==> src/hw/hl_proto_pkg.sv <==
// host frame format: sync constants, frame geometry
// command field types and stream item types
package hl_proto_pkg;

  // ------------------------------------------------------------------------
  // frame layout
  // ------------------------------------------------------------------------

  // word 0 of every frame
  localparam logic [15:0] SYNC_WORD = 16'h7F7F;
  // high byte of word 1, low byte carries the C&C header
  localparam logic [7:0]  SYNC_BYTE = 8'h7F;

  // header is sync, C&C, data high, data low
  localparam int FRAME_WORDS   = 256;
  localparam int HEADER_WORDS  = 4;
  localparam int PAYLOAD_WORDS = FRAME_WORDS - HEADER_WORDS;

  // ------------------------------------------------------------------------
  // command fields
  // ------------------------------------------------------------------------

  typedef logic [5:0]  cmd_addr_t;
  typedef logic [31:0] cmd_data_t;

  // base registers handled locally
  localparam cmd_addr_t ADDR_RX_CTRL = 6'h00;
  localparam cmd_addr_t ADDR_PA_CTRL = 6'h09;

  // ------------------------------------------------------------------------
  // stream items
  // ------------------------------------------------------------------------

  // tx sample, q set for the Q half of a pair
  typedef struct packed {
    logic        q;
    logic [15:0] sample;
  } iq_item_t;

  // command echo returned to the host
  typedef struct packed {
    cmd_addr_t addr;
    cmd_data_t data;
  } resp_item_t;

endpackage

==> src/hw/hl_radio_pkg.sv <==
// base register field positions
// and the radio state handed to tx keying
package hl_radio_pkg;

  // address 0, number of rx streams minus one
  localparam int LAST_CHAN_LSB = 3;
  typedef logic [4:0] last_chan_t;

  // address 9 bit positions
  localparam int VNA_BIT    = 23;
  localparam int PA_EN_BIT  = 19;
  localparam int TR_DIS_BIT = 18;

  // register state seen by keying and the top level
  typedef struct packed {
    logic       mox;
    logic       pa_enable;
    logic       tr_disable;
    logic       vna;
    last_chan_t last_chan;
  } radio_state_t;

endpackage

==> src/hw/hl_cmd_if.sv <==
// command channel between frame decoder and register executor
// four-phase req/ack handshake
interface cmd_if;
  import hl_proto_pkg::*;

  // handshake pair
  logic      req;
  logic      ack;

  // fields, held while req is high
  logic      resp_rqst;
  logic      mox;
  cmd_addr_t addr;
  cmd_data_t data;

  // decoder issues the command
  modport decoder (
    output req,
    output resp_rqst,
    output mox,
    output addr,
    output data,
    input  ack
  );

  // executor answers with ack
  modport executor (
    input  req,
    input  resp_rqst,
    input  mox,
    input  addr,
    input  data,
    output ack
  );

endinterface

==> src/hw/frame_decoder.sv <==
// host word stream parser with sync search, C&C header capture,
// command issue and I/Q payload routing
module frame_decoder (
  input  logic                   clk_ad9866,
  input  logic                   rst,
  input  logic [15:0]            word_i,
  input  logic                   word_valid_i,
  output logic                   word_ready_o,
  cmd_if.decoder                 cmd,
  output hl_proto_pkg::iq_item_t iq_item_o,
  output logic                   iq_valid_o,
  input  logic                   iq_ready_i
);
  import hl_proto_pkg::*;

  localparam int CNT_W = $clog2(PAYLOAD_WORDS);

  typedef enum logic [2:0] {
    S_SYNC0,
    S_SYNC1,
    S_DATA_HI,
    S_DATA_LO,
    S_PAYLOAD
  } dec_state_t;

  dec_state_t       state;
  logic [CNT_W-1:0] pay_cnt;

  // header fields collected before the command goes out
  logic             hdr_resp;
  logic             hdr_mox;
  cmd_addr_t        hdr_addr;
  logic [15:0]      hdr_data_hi;

  logic             is_iq;
  logic             cmd_busy;
  logic             accept;
  logic             pay_last;

  // ------------------------------------------------------------------------
  // flow control
  // ------------------------------------------------------------------------

  // payload groups are L, R, I, Q so bit 1 marks I/Q positions
  assign is_iq    = (state == S_PAYLOAD) && pay_cnt[1];
  // previous command still in its handshake
  assign cmd_busy = cmd.req | cmd.ack;
  assign pay_last = (pay_cnt == CNT_W'(PAYLOAD_WORDS - 1));

  always_comb begin
    word_ready_o = 1'b1;
    if (is_iq) begin
      word_ready_o = iq_ready_i;
    end else if (state == S_DATA_HI) begin
      // hold the data words until the executor is free
      word_ready_o = ~cmd_busy;
    end
  end

  assign accept = word_valid_i & word_ready_o;

  // audio words are simply not forwarded
  assign iq_valid_o       = word_valid_i & is_iq;
  assign iq_item_o.q      = pay_cnt[0];
  assign iq_item_o.sample = word_i;

  // ------------------------------------------------------------------------
  // frame FSM
  // ------------------------------------------------------------------------

  always_ff @(posedge clk_ad9866) begin
    if (rst) begin
      state   <= S_SYNC0;
      pay_cnt <= '0;
    end else if (accept) begin
      case (state)
        S_SYNC0: begin
          if (word_i == SYNC_WORD) begin
            state <= S_SYNC1;
          end
        end
        S_SYNC1: begin
          // bad sync byte restarts the search
          state <= (word_i[15:8] == SYNC_BYTE) ? S_DATA_HI : S_SYNC0;
        end
        S_DATA_HI: begin
          state <= S_DATA_LO;
        end
        S_DATA_LO: begin
          state   <= S_PAYLOAD;
          pay_cnt <= '0;
        end
        S_PAYLOAD: begin
          if (pay_last) begin
            state <= S_SYNC0;
          end
          pay_cnt <= pay_cnt + 1'b1;
        end
        default: begin
          state <= S_SYNC0;
        end
      endcase
    end
  end

  // header fields captured as their words arrive
  always_ff @(posedge clk_ad9866) begin
    if (accept && (state == S_SYNC1)) begin
      hdr_resp <= word_i[7];
      hdr_addr <= word_i[6:1];
      hdr_mox  <= word_i[0];
    end
    if (accept && (state == S_DATA_HI)) begin
      hdr_data_hi <= word_i;
    end
  end

  // ------------------------------------------------------------------------
  // command issue
  // ------------------------------------------------------------------------

  // fields load together with req so they stay put for the handshake
  always_ff @(posedge clk_ad9866) begin
    if (accept && (state == S_DATA_LO)) begin
      cmd.resp_rqst <= hdr_resp;
      cmd.addr      <= hdr_addr;
      cmd.mox       <= hdr_mox;
      cmd.data      <= {hdr_data_hi, word_i};
    end
  end

  always_ff @(posedge clk_ad9866) begin
    if (rst) begin
      cmd.req <= 1'b0;
    end else if (accept && (state == S_DATA_LO)) begin
      cmd.req <= 1'b1;
    end else if (cmd.req && cmd.ack) begin
      // release once the executor acks
      cmd.req <= 1'b0;
    end
  end

endmodule

==> src/hw/stream_fifo.sv <==
// synchronous valid/ready queue for flat items
module stream_fifo #(
  parameter int DEPTH = 2,
  parameter int WIDTH = 8
) (
  input  logic             clk_ad9866,
  input  logic             rst,
  input  logic [WIDTH-1:0] wr_data_i,
  input  logic             wr_valid_i,
  output logic             wr_ready_o,
  output logic [WIDTH-1:0] rd_data_o,
  output logic             rd_valid_o,
  input  logic             rd_ready_i
);

  localparam int AW = (DEPTH > 1) ? $clog2(DEPTH) : 1;
  localparam int CW = $clog2(DEPTH + 1);

  logic [WIDTH-1:0] mem [DEPTH];
  logic [AW-1:0]    wr_ptr;
  logic [AW-1:0]    rd_ptr;
  logic [CW-1:0]    count;
  logic             do_wr;
  logic             do_rd;

  assign wr_ready_o = (count != CW'(DEPTH));
  assign rd_valid_o = (count != '0);
  // head item shows straight from storage
  assign rd_data_o  = mem[rd_ptr];

  assign do_wr = wr_valid_i & wr_ready_o;
  assign do_rd = rd_valid_o & rd_ready_i;

  always_ff @(posedge clk_ad9866) begin
    if (do_wr) begin
      mem[wr_ptr] <= wr_data_i;
    end
  end

  // pointers wrap at DEPTH, count tracks occupancy
  always_ff @(posedge clk_ad9866) begin
    if (rst) begin
      wr_ptr <= '0;
      rd_ptr <= '0;
      count  <= '0;
    end else begin
      if (do_wr) begin
        wr_ptr <= (wr_ptr == AW'(DEPTH - 1)) ? '0 : wr_ptr + 1'b1;
      end
      if (do_rd) begin
        rd_ptr <= (rd_ptr == AW'(DEPTH - 1)) ? '0 : rd_ptr + 1'b1;
      end
      if (do_wr && !do_rd) begin
        count <= count + 1'b1;
      end else if (do_rd && !do_wr) begin
        count <= count - 1'b1;
      end
    end
  end

endmodule

==> src/hw/radio_ctrl.sv <==
// command executor: base registers at address 0 and 9,
// mox, response echo push and ack generation
module radio_ctrl (
  input  logic                       clk_ad9866,
  input  logic                       rst,
  cmd_if.executor                    cmd,
  output hl_proto_pkg::resp_item_t   resp_item_o,
  output logic                       resp_valid_o,
  input  logic                       resp_ready_i,
  output hl_radio_pkg::radio_state_t state_o
);
  import hl_proto_pkg::*;
  import hl_radio_pkg::*;

  typedef enum logic [1:0] {
    ST_IDLE,
    ST_PUSH,
    ST_DONE
  } exec_state_t;

  exec_state_t  state;
  radio_state_t regs;
  logic         start;

  // first cycle of a new command
  assign start = (state == ST_IDLE) && cmd.req && !cmd.ack;

  // ack high from the end of execution until req drops
  assign cmd.ack = (state == ST_DONE);

  // echo comes from the held command fields
  assign resp_item_o.addr = cmd.addr;
  assign resp_item_o.data = cmd.data;
  assign resp_valid_o     = (state == ST_PUSH);

  assign state_o = regs;

  // ------------------------------------------------------------------------
  // handshake FSM
  // ------------------------------------------------------------------------

  always_ff @(posedge clk_ad9866) begin
    if (rst) begin
      state <= ST_IDLE;
    end else begin
      case (state)
        ST_IDLE: begin
          if (start) begin
            state <= cmd.resp_rqst ? ST_PUSH : ST_DONE;
          end
        end
        ST_PUSH: begin
          // wait here while the response queue is full
          if (resp_ready_i) begin
            state <= ST_DONE;
          end
        end
        ST_DONE: begin
          if (!cmd.req) begin
            state <= ST_IDLE;
          end
        end
        default: begin
          state <= ST_IDLE;
        end
      endcase
    end
  end

  // ------------------------------------------------------------------------
  // base registers
  // ------------------------------------------------------------------------

  always_ff @(posedge clk_ad9866) begin
    if (rst) begin
      regs <= '0;
    end else if (start) begin
      // every frame carries mox
      regs.mox <= cmd.mox;
      if (cmd.addr == ADDR_RX_CTRL) begin
        regs.last_chan <= cmd.data[LAST_CHAN_LSB +: $bits(last_chan_t)];
      end
      if (cmd.addr == ADDR_PA_CTRL) begin
        regs.vna        <= cmd.data[VNA_BIT];
        regs.pa_enable  <= cmd.data[PA_EN_BIT];
        regs.tr_disable <= cmd.data[TR_DIS_BIT];
      end
    end
  end

endmodule

==> src/hw/tx_keying.sv <==
// ptt and tx inhibit debouncers,
// registered PTT, PA T/R, PA enable and RF switch outputs
module tx_keying #(
  parameter int DEBOUNCE_CYCLES = 16
) (
  input  logic                       clk_ad9866,
  input  logic                       rst,
  input  hl_radio_pkg::radio_state_t state_i,
  input  logic                       ptt_n_i,
  input  logic                       txinhibit_n_i,
  output logic                       ptt_o,
  output logic                       pa_tr_o,
  output logic                       pa_en_o,
  output logic                       rfsw_sel_o
);

  localparam int DW = $clog2(DEBOUNCE_CYCLES + 1);

  // index 0 is ptt, index 1 is tx inhibit, both active high here
  logic [1:0]    raw_q;
  logic [1:0]    clean;
  logic [DW-1:0] db_cnt [2];
  logic          ptt_next;

  // sample the pins once
  always_ff @(posedge clk_ad9866) begin
    if (rst) begin
      raw_q <= 2'b00;
    end else begin
      raw_q <= {~txinhibit_n_i, ~ptt_n_i};
    end
  end

  // ------------------------------------------------------------------------
  // debounce counters
  // ------------------------------------------------------------------------

  for (genvar i = 0; i < 2; i++) begin : g_db
    always_ff @(posedge clk_ad9866) begin
      if (rst) begin
        clean[i]  <= 1'b0;
        db_cnt[i] <= '0;
      end else if (raw_q[i] == clean[i]) begin
        // any bounce back restarts the count
        db_cnt[i] <= '0;
      end else if (db_cnt[i] == DW'(DEBOUNCE_CYCLES - 1)) begin
        clean[i]  <= raw_q[i];
        db_cnt[i] <= '0;
      end else begin
        db_cnt[i] <= db_cnt[i] + 1'b1;
      end
    end
  end

  // ------------------------------------------------------------------------
  // keying outputs
  // ------------------------------------------------------------------------

  // inhibit overrides both mox and the ptt pin
  assign ptt_next = (state_i.mox | clean[0]) & ~clean[1];

  always_ff @(posedge clk_ad9866) begin
    if (rst) begin
      ptt_o      <= 1'b0;
      pa_tr_o    <= 1'b0;
      pa_en_o    <= 1'b0;
      rfsw_sel_o <= 1'b0;
    end else begin
      ptt_o      <= ptt_next;
      // T/R relay follows ptt unless disabled with the PA off
      pa_tr_o    <= ptt_next & (state_i.pa_enable | ~state_i.tr_disable);
      pa_en_o    <= ptt_next & state_i.pa_enable;
      rfsw_sel_o <= state_i.pa_enable;
    end
  end

endmodule

==> src/hw/hl_cmd_top.sv <==
// host command path top: decoder, I/Q and response queues,
// register executor and tx keying
module hl_cmd_top #(
  parameter int IQ_DEPTH        = 256,
  parameter int RESP_DEPTH      = 2,
  parameter int DEBOUNCE_CYCLES = 384000
) (
  input  logic                     clk_ad9866,
  input  logic                     rst,
  // host word stream
  input  logic [15:0]              word_i,
  input  logic                     word_valid_i,
  output logic                     word_ready_o,
  // tx samples
  output hl_proto_pkg::iq_item_t   iq_item_o,
  output logic                     iq_valid_o,
  input  logic                     iq_ready_i,
  // command echoes
  output hl_proto_pkg::resp_item_t resp_item_o,
  output logic                     resp_valid_o,
  input  logic                     resp_ready_i,
  // keying
  input  logic                     ptt_n_i,
  input  logic                     txinhibit_n_i,
  output logic                     ptt_o,
  output logic                     pa_tr_o,
  output logic                     pa_en_o,
  output logic                     rfsw_sel_o,
  // register readback
  output hl_radio_pkg::last_chan_t last_chan_o,
  output logic                     vna_o
);
  import hl_proto_pkg::*;
  import hl_radio_pkg::*;

  iq_item_t     dec_iq_item;
  logic         dec_iq_valid;
  logic         dec_iq_ready;
  resp_item_t   exe_resp_item;
  logic         exe_resp_valid;
  logic         exe_resp_ready;
  radio_state_t radio_state;

  cmd_if cmd0 ();

  frame_decoder dec0 (
    .clk_ad9866   (clk_ad9866),
    .rst          (rst),
    .word_i       (word_i),
    .word_valid_i (word_valid_i),
    .word_ready_o (word_ready_o),
    .cmd          (cmd0.decoder),
    .iq_item_o    (dec_iq_item),
    .iq_valid_o   (dec_iq_valid),
    .iq_ready_i   (dec_iq_ready)
  );

  stream_fifo #(.DEPTH(IQ_DEPTH), .WIDTH($bits(iq_item_t))) iq_fifo0 (
    .clk_ad9866 (clk_ad9866),
    .rst        (rst),
    .wr_data_i  (dec_iq_item),
    .wr_valid_i (dec_iq_valid),
    .wr_ready_o (dec_iq_ready),
    .rd_data_o  (iq_item_o),
    .rd_valid_o (iq_valid_o),
    .rd_ready_i (iq_ready_i)
  );

  radio_ctrl exe0 (
    .clk_ad9866   (clk_ad9866),
    .rst          (rst),
    .cmd          (cmd0.executor),
    .resp_item_o  (exe_resp_item),
    .resp_valid_o (exe_resp_valid),
    .resp_ready_i (exe_resp_ready),
    .state_o      (radio_state)
  );

  stream_fifo #(.DEPTH(RESP_DEPTH), .WIDTH($bits(resp_item_t))) resp_fifo0 (
    .clk_ad9866 (clk_ad9866),
    .rst        (rst),
    .wr_data_i  (exe_resp_item),
    .wr_valid_i (exe_resp_valid),
    .wr_ready_o (exe_resp_ready),
    .rd_data_o  (resp_item_o),
    .rd_valid_o (resp_valid_o),
    .rd_ready_i (resp_ready_i)
  );

  tx_keying #(.DEBOUNCE_CYCLES(DEBOUNCE_CYCLES)) key0 (
    .clk_ad9866    (clk_ad9866),
    .rst           (rst),
    .state_i       (radio_state),
    .ptt_n_i       (ptt_n_i),
    .txinhibit_n_i (txinhibit_n_i),
    .ptt_o         (ptt_o),
    .pa_tr_o       (pa_tr_o),
    .pa_en_o       (pa_en_o),
    .rfsw_sel_o    (rfsw_sel_o)
  );

  // register readback straight from executor state
  assign last_chan_o = radio_state.last_chan;
  assign vna_o       = radio_state.vna;

endmodule

==> config.mk <==
export PLATFORM = sky130hd
export DESIGN_NAME = hl_cmd_top
export DESIGN_NICKNAME = d
export VERILOG_FILES = /design/src/hw/hl_proto_pkg.sv /design/src/hw/hl_radio_pkg.sv /design/src/hw/hl_cmd_if.sv /design/src/hw/frame_decoder.sv /design/src/hw/stream_fifo.sv /design/src/hw/radio_ctrl.sv /design/src/hw/tx_keying.sv /design/src/hw/hl_cmd_top.sv
export SDC_FILE = /design/constraint.sdc
export NUM_CORES = 2
export LEC_CHECK = 0
export BUFFER_PORTS_ARGS = -buffer_cell sky130_fd_sc_hd__buf_2
export CELL_PAD_IN_SITES_DETAIL_PLACEMENT = 1
export CELL_PAD_IN_SITES_GLOBAL_PLACEMENT = 1
export CORE_MARGIN = 8
export CORE_UTILIZATION = 30
export DETAILED_ROUTE_END_ITERATION = 8
export PLACE_DENSITY_LB_ADDON = 0.08
export SLEW_MARGIN = 20
export SYNTH_ARGS = -nofsm -noshare
export SYNTH_HDL_FRONTEND = slang
export SYNTH_MEMORY_MAX_BITS = 65536
export SYNTH_SLANG_ARGS = --single-unit
export TNS_END_PERCENT = 30
==> constraint.sdc <==
create_clock -name clk_ad9866 -period 4.55 [get_ports clk_ad9866]
set_input_delay 1.365 -clock clk_ad9866 [delete_from_list [all_inputs] [get_ports clk_ad9866]]
set_output_delay 1.365 -clock clk_ad9866 [all_outputs]
set_load 0.01 [all_outputs]
# ---- Word-level counts from Yosys, hierarchy flattened
# Memory sizes are Yosys's and may differ from the RTL's. A register that Yosys moved wholly into a read port is not among the register bits.
# Index checks and enable logic that the tools add are counted.
dict set report op_classes {
  eq_ne 23
  addsub 11
  reduce_logical 32
  n_bitwise 25
  muxes 60
}
# operator n
set op_table {}
lappend op_table {{2-to-1 mux 19 bit} 6}
lappend op_table {{adder 19 x 1 -> 19 bit (second input constant)} 2}
lappend op_table {{equality test 19 bit (second input constant)} 2}
lappend op_table {{2-to-1 mux 1 bit} 36}
lappend op_table {{2-to-1 mux 8 bit} 4}
lappend op_table {{adder 8 x 1 -> 8 bit (second input constant)} 3}
lappend op_table {{equality test 8 bit (second input constant)} 3}
lappend op_table {{2-to-1 mux 9 bit} 2}
lappend op_table {{equality test 16 x 15 -> 1 bit (second input constant)} 1}
lappend op_table {{case mux 8 bit (2 select lines)} 1}
lappend op_table {{case mux 3 bit (5 select lines)} 1}
lappend op_table {{2-to-1 mux 2 bit} 7}
lappend op_table {{logical AND 1 bit} 11}
lappend op_table {{AND reduction 2 bit} 5}
lappend op_table {{nonzero test 2 bit} 5}
lappend op_table {{adder 9 x 1 -> 9 bit (second input constant)} 1}
lappend op_table {{bitwise AND 1 bit} 9}
lappend op_table {{inequality test 9 bit (second input constant)} 1}
lappend op_table {{OR 1 bit} 9}
lappend op_table {{nonzero test 9 bit} 1}
lappend op_table {{subtractor 9 x 1 -> 9 bit (second input constant)} 1}
lappend op_table {{equality test 8 x 7 -> 1 bit (second input constant)} 1}
lappend op_table {{NOT 1 bit} 7}
lappend op_table {{equality test 3 x 2 -> 1 bit (second input constant)} 2}
lappend op_table {{other kinds (18)} 30}
dict set report word_totals {
  ff_bits 124
  out_inout_bits 68
  inputBits 23
  ramBits 4466
  memories 3
  wordCells 184
}
# name words word_bits read_ports rd_ports_with_merged_regs wr line
set mem_list {}
lappend mem_list {iq_fifo0.mem 256 17 1 1 1 stream_fifo.sv:19} ;# logic [WIDTH-1:0] mem [DEPTH];
lappend mem_list {resp_fifo0.mem 2 38 1 1 1 stream_fifo.sv:19}
lappend mem_list {key0.db_cnt 2 19 2 0 2 tx_keying.sv:22} ;# logic [DW-1:0] db_cnt [2];

# ---- Longest topological paths before layout
dict set report depth {
  ltp_word 8
  depth_mapped 15
  ltp_nobuf 14
}

# ---- Hierarchy
# From an unflattened synthesis, not the netlist that was laid out.
dict set report hier_totals {
  cells_unflattened 8078
  hier_area_um2 176493.0
}
# module seq_area_each_um2 area_per_inst_um2 instances cells_each
set by_module_without_submodules {}
lappend by_module_without_submodules {{stream_fifo (iq_fifo0)} 131346.0 167549.4 1 7450}
lappend by_module_without_submodules {{stream_fifo (resp_fifo0)} 2382.3 2965.3 1 142}
lappend by_module_without_submodules {frame_decoder 2162.1 2808.9 1 175}
lappend by_module_without_submodules {tx_keying 1301.2 2353.5 1 221}
lappend by_module_without_submodules {radio_ctrl 220.2 815.8 1 90}

# ---- Least setup slack after synthesis
# OpenSTA, ideal clock, no wires.
dict set report synth_path {
  path_type {reg2reg}
  from {register dec0.pay_cnt[0]}
  to {register dec0.state[2]}
  n_path_buf 0
  arrival_time_ns 4.511
  period_less_slack_ns 4.642
  path_slack_ns -0.092
  required_ns 4.418
  setup_ns 0.132
  path_stages_with_launch 7
  cell_sequence {dfxtp_1 > ha_1 > nand3b_1 > nor2_1 > nor3_1 > o21ai_0 > a21oi_1}
}
dict set report synth_between {
  elab_chain_len 3
}
# item line
set synth_lines {}
lappend synth_lines {{start: declaration} frame_decoder.sv:27} ;# logic [CNT_W-1:0] pay_cnt;
lappend synth_lines {{start signal: assignment} frame_decoder.sv:97} ;# pay_cnt <= pay_cnt + 1'b1;
lappend synth_lines {{equality test 8 bit} frame_decoder.sv:48} ;# assign pay_last = (pay_cnt == CNT_W'(PAYLOAD_WORDS - 1));
lappend synth_lines {{inequality test 2 x 1 -> 1 bit (no line)} --}
lappend synth_lines {{AND reduction 3 bit (no line)} --}
lappend synth_lines {{end signal: assignment} frame_decoder.sv:84} ;# state <= (word_i[15:8] == SYNC_BYTE) ? S_DATA_HI : S_SYNC0;
lappend synth_lines {{end: declaration} frame_decoder.sv:26} ;# dec_state_t state;
# No other way between the ends.
# A chain may end at the register's enable or synchronous reset.

==> flow_summary.ini <==
[run_status]
outcome = finished, violations left
violations = negative setup slack

[timing]
setup_violations = 17
fin_tns_setup_ns = -21.06
final_hold_viol_count = 0
max_slew_margin_pct = 28.6
fin_crit_ns = 5.86
finClkSkew_ns = 0.0434
timing.fmax_mhz = 171
rsz0062_at_grt = yes
min_period_over_period_pct = 129
whs_ns = 0.413
maxSlewViolCount = 0
worst_slack_ns = -1.31
worst_pin_slew_ns = 1.07

[floorplan]
die_w_um = 784
rows = 282
dieArea_um2 = 615000
dieHeight_um = 784
core-area_um2 = 589000
start_util_pct = 30.1
pin_count = 91

[global_routing]
grt_antenna_before_repair = 52
grt_max_degree = 149
track_usage_pct = 19.0
grt_pass1_wl_mm = 817
grt_pass1_vias = 96162
grt_overflow = 0

[clocking]
clk_pin_slew_ns = 0.06
insertion_delay_ns = 1.06
cts.sinks = 4599
cts_tree = built
hold_buffers = 0
clockBufferDepth = 4
cts.htree.levels = 6
cts_root_buf = clkbuf_16
cts_buffers = 540

[routing]
met3WireLength_mm = 26.1
dr.max_layer_used = met5
dr.first_iter.drc_count = 8255
firstDrtPassIters = 5
wl_per_cell_um = 33.4
wirelength_mm = 600
wl_met1_mm = 271
drc = 0
drtAntennaViolNets = 0
num_vias = 90307
vias_per_cell = 5.03
routed-wl-met2_mm = 290

[yosys]
ys_warn_count = 0
async_flop_share_pct = 0
netlist_area_um2 = 177000
synth_seq_cells = 4599
synth_edf_count = 4530
synth_cell_types = 65
avgSynthCellArea_um2 = 21.5
ys.flop_type = edfxtp_1
syn_inst = 8226
yosysSeqAreaShare_pct = 77.6

[placed_design]
gp_congestion = 0.761
post-dp-hpwl_mm = 368
io_buffers = 90
placed_area_um2 = 197000
dpl_worst_slack_ns = -1.98
dp_cells = 16821

[worst_setup_path]
critPathArrivalTime_ns = 4.50
endpoint_kind = output port
critPathRequiredTime_ns = 3.18
regToRegSetupSlack_ns = 0.46
crit_type = reg -> out
cp_num_cells = 15
reg2reg_depth = 15
cp_max_fo = 6
worstReg2RegEnd = iq_fifo0.count[8]
reg2reg_from = iq_fifo0.count[1]
crit_path_start_kind = register
cpMaxStageDelayCell = mux4_2
timing.critical_path.buf_inv = 9
crit_family = buffers and inverters
path_cells = buf_12 > buf_16 > buf_8 > buf_16 > buf_16 > mux4_2 > mux4_2 > nand2_2 > o211ai_1 > buf_4 > a221oi_2 > buf_4 > nor3_4 > buf_4 > buf_2
slowest_delay_ns = 0.50

[power_and_ir_drop]
power_density_nw_per_um2 = 410
power.total_mw = 89.2
irDropWorstVdd_mv = 0.387
power_leakage_nw = 67.7

[final_layout]
finish.instance_area_um2 = 218000
final_cell_mix = edfxtp_1, mux4_2, buf_4
fin_nets = 9746
final_util_pct = 37.0
drive_above_1_share_pct = 35.2
layout_commonest_cell = edfxtp_1
instances_no_fill = 17950
syn2layout_area_growth_pct = 23.0

[worst_hold_path]
hold_depth = 0
hp-class = reg -> reg
min_from = dec0.hdr_addr[1]
min_to = dec0.cmd.addr[1]

[job]
maxCapViolCount = 0
==> logic make-up after synthesis <==
group / share of synthesized area [%]
simple gates: 2.48
compound gates: 2.23
other cells: 0.00212
mux: 15.6
xor+xnor: 0.272
fa+ha+maj: 0.131
flops: 77.6
buf+inv: 1.71
==> cell type report <==
| type | instances | area [um2] |
|---|---|---|
| Fill cell | 56273 | 371000 |
| Sequential cell | 4599 | 137000 |
| Multi-Input combinational cell | 3184 | 38700 |
| Timing Repair Buffer | 1360 | 14800 |
| Clock buffer | 700 | 14400 |
| Tap cell | 7810 | 9770 |
| Clock inverter | 258 | 2430 |
| Inverter | 20 | 80.1 |
| Antenna cell | 19 | 47.5 |
==> worst register-to-register path, stage by stage (launching register included) <==
cell	delay (ns)
dfxtp_1	0.34
nor4_2	0.41
nand3_1	0.25
nand4_1	0.18
buf_4	0.27
inv_1	0.22
ha_1	0.26
inv_1	0.08
ha_1	0.23
nor2b_1	0.13
o21ai_0	0.22
a21boi_0	0.18
o21a_1	0.22
o41ai_1	0.32
mux2i_1	0.31
mux2_2	0.36
==> worst max-delay path by stage <==
stage / from / end / slack, ns
2_1_floorplan: word_valid_i / iq_fifo0.count[8] / 0.36
3_3_place_gp: register / iq_item_o[8] / -1.99
3_5_place_dp: register / iq_item_o[8] / -1.98
4_1_cts: register / iq_item_o[12] / -1.47
5_1_grt: register / iq_item_o[12] / -1.47
6_report: register / iq_item_o[16] / -1.31
==> routing by layer <==
metal,vias to the layer above,track usage (%)
li1,37378,-
met4,2,3.92
met1,50172,26.7
met2,2140,31.6
met5,-,0
met3,615,2.51
==> Yosys cell counts (all sizes together), types with 33 or more instances <==
| cell type | count | area [um2] |
|---|---|---|
| nand3 | 58 | 290 |
| nor2b | 33 | 206 |
| mux2i | 431 | 4310 |
| buf | 285 | 2290 |
| mux4 | 1009 | 22700 |
| a22oi | 50 | 375 |
| dfxtp | 69 | 1380 |
| clkbuf | 175 | 657 |
| a2111oi | 53 | 497 |
| o22ai | 143 | 895 |
| o21ai | 53 | 265 |
| edfxtp | 4530 | 136000 |
| nor2 | 400 | 1500 |
| o221ai | 53 | 464 |
| nand2 | 388 | 1460 |
| mux2 | 44 | 495 |
| nor3 | 37 | 185 |
| a21oi | 80 | 400 |
| a221oi | 40 | 350 |
==> power breakdown <==
group	switching, mW	leakage, nW	internal (mW)	total, mW
clock	17.6	8.16	24.0	41.7
sequential	0.0342	42.0	46.5	46.5
combinational	0.885	17.5	0.158	1.04
total	18.6	67.7	70.7	89.2
==> sequential cells by signal, summed over array words and instances, names as in the netlist, 3 cells and up, named ones only <==
register          cells
resp_fifo0.mem       76
iq_fifo0.count        9
iq_fifo0.wr_ptr       8
iq_fifo0.mem       4352
iq_fifo0.rd_ptr       8
dec0.hdr_data_hi     16
exe0.state_o          9
dec0.cmd.addr         6
dec0.state            3
dec0.hdr_addr         6
dec0.pay_cnt          8
dec0.cmd.data        32
key0.db_cnt          38
==> timing repair <==
action,in CTS,in global routing
resized for setup,285,66
buffers inserted,67,63
gates cloned,19,8
pin swaps,38,22
setup endpoints to repair,17,18
Power figures use the tool's default switching activity.
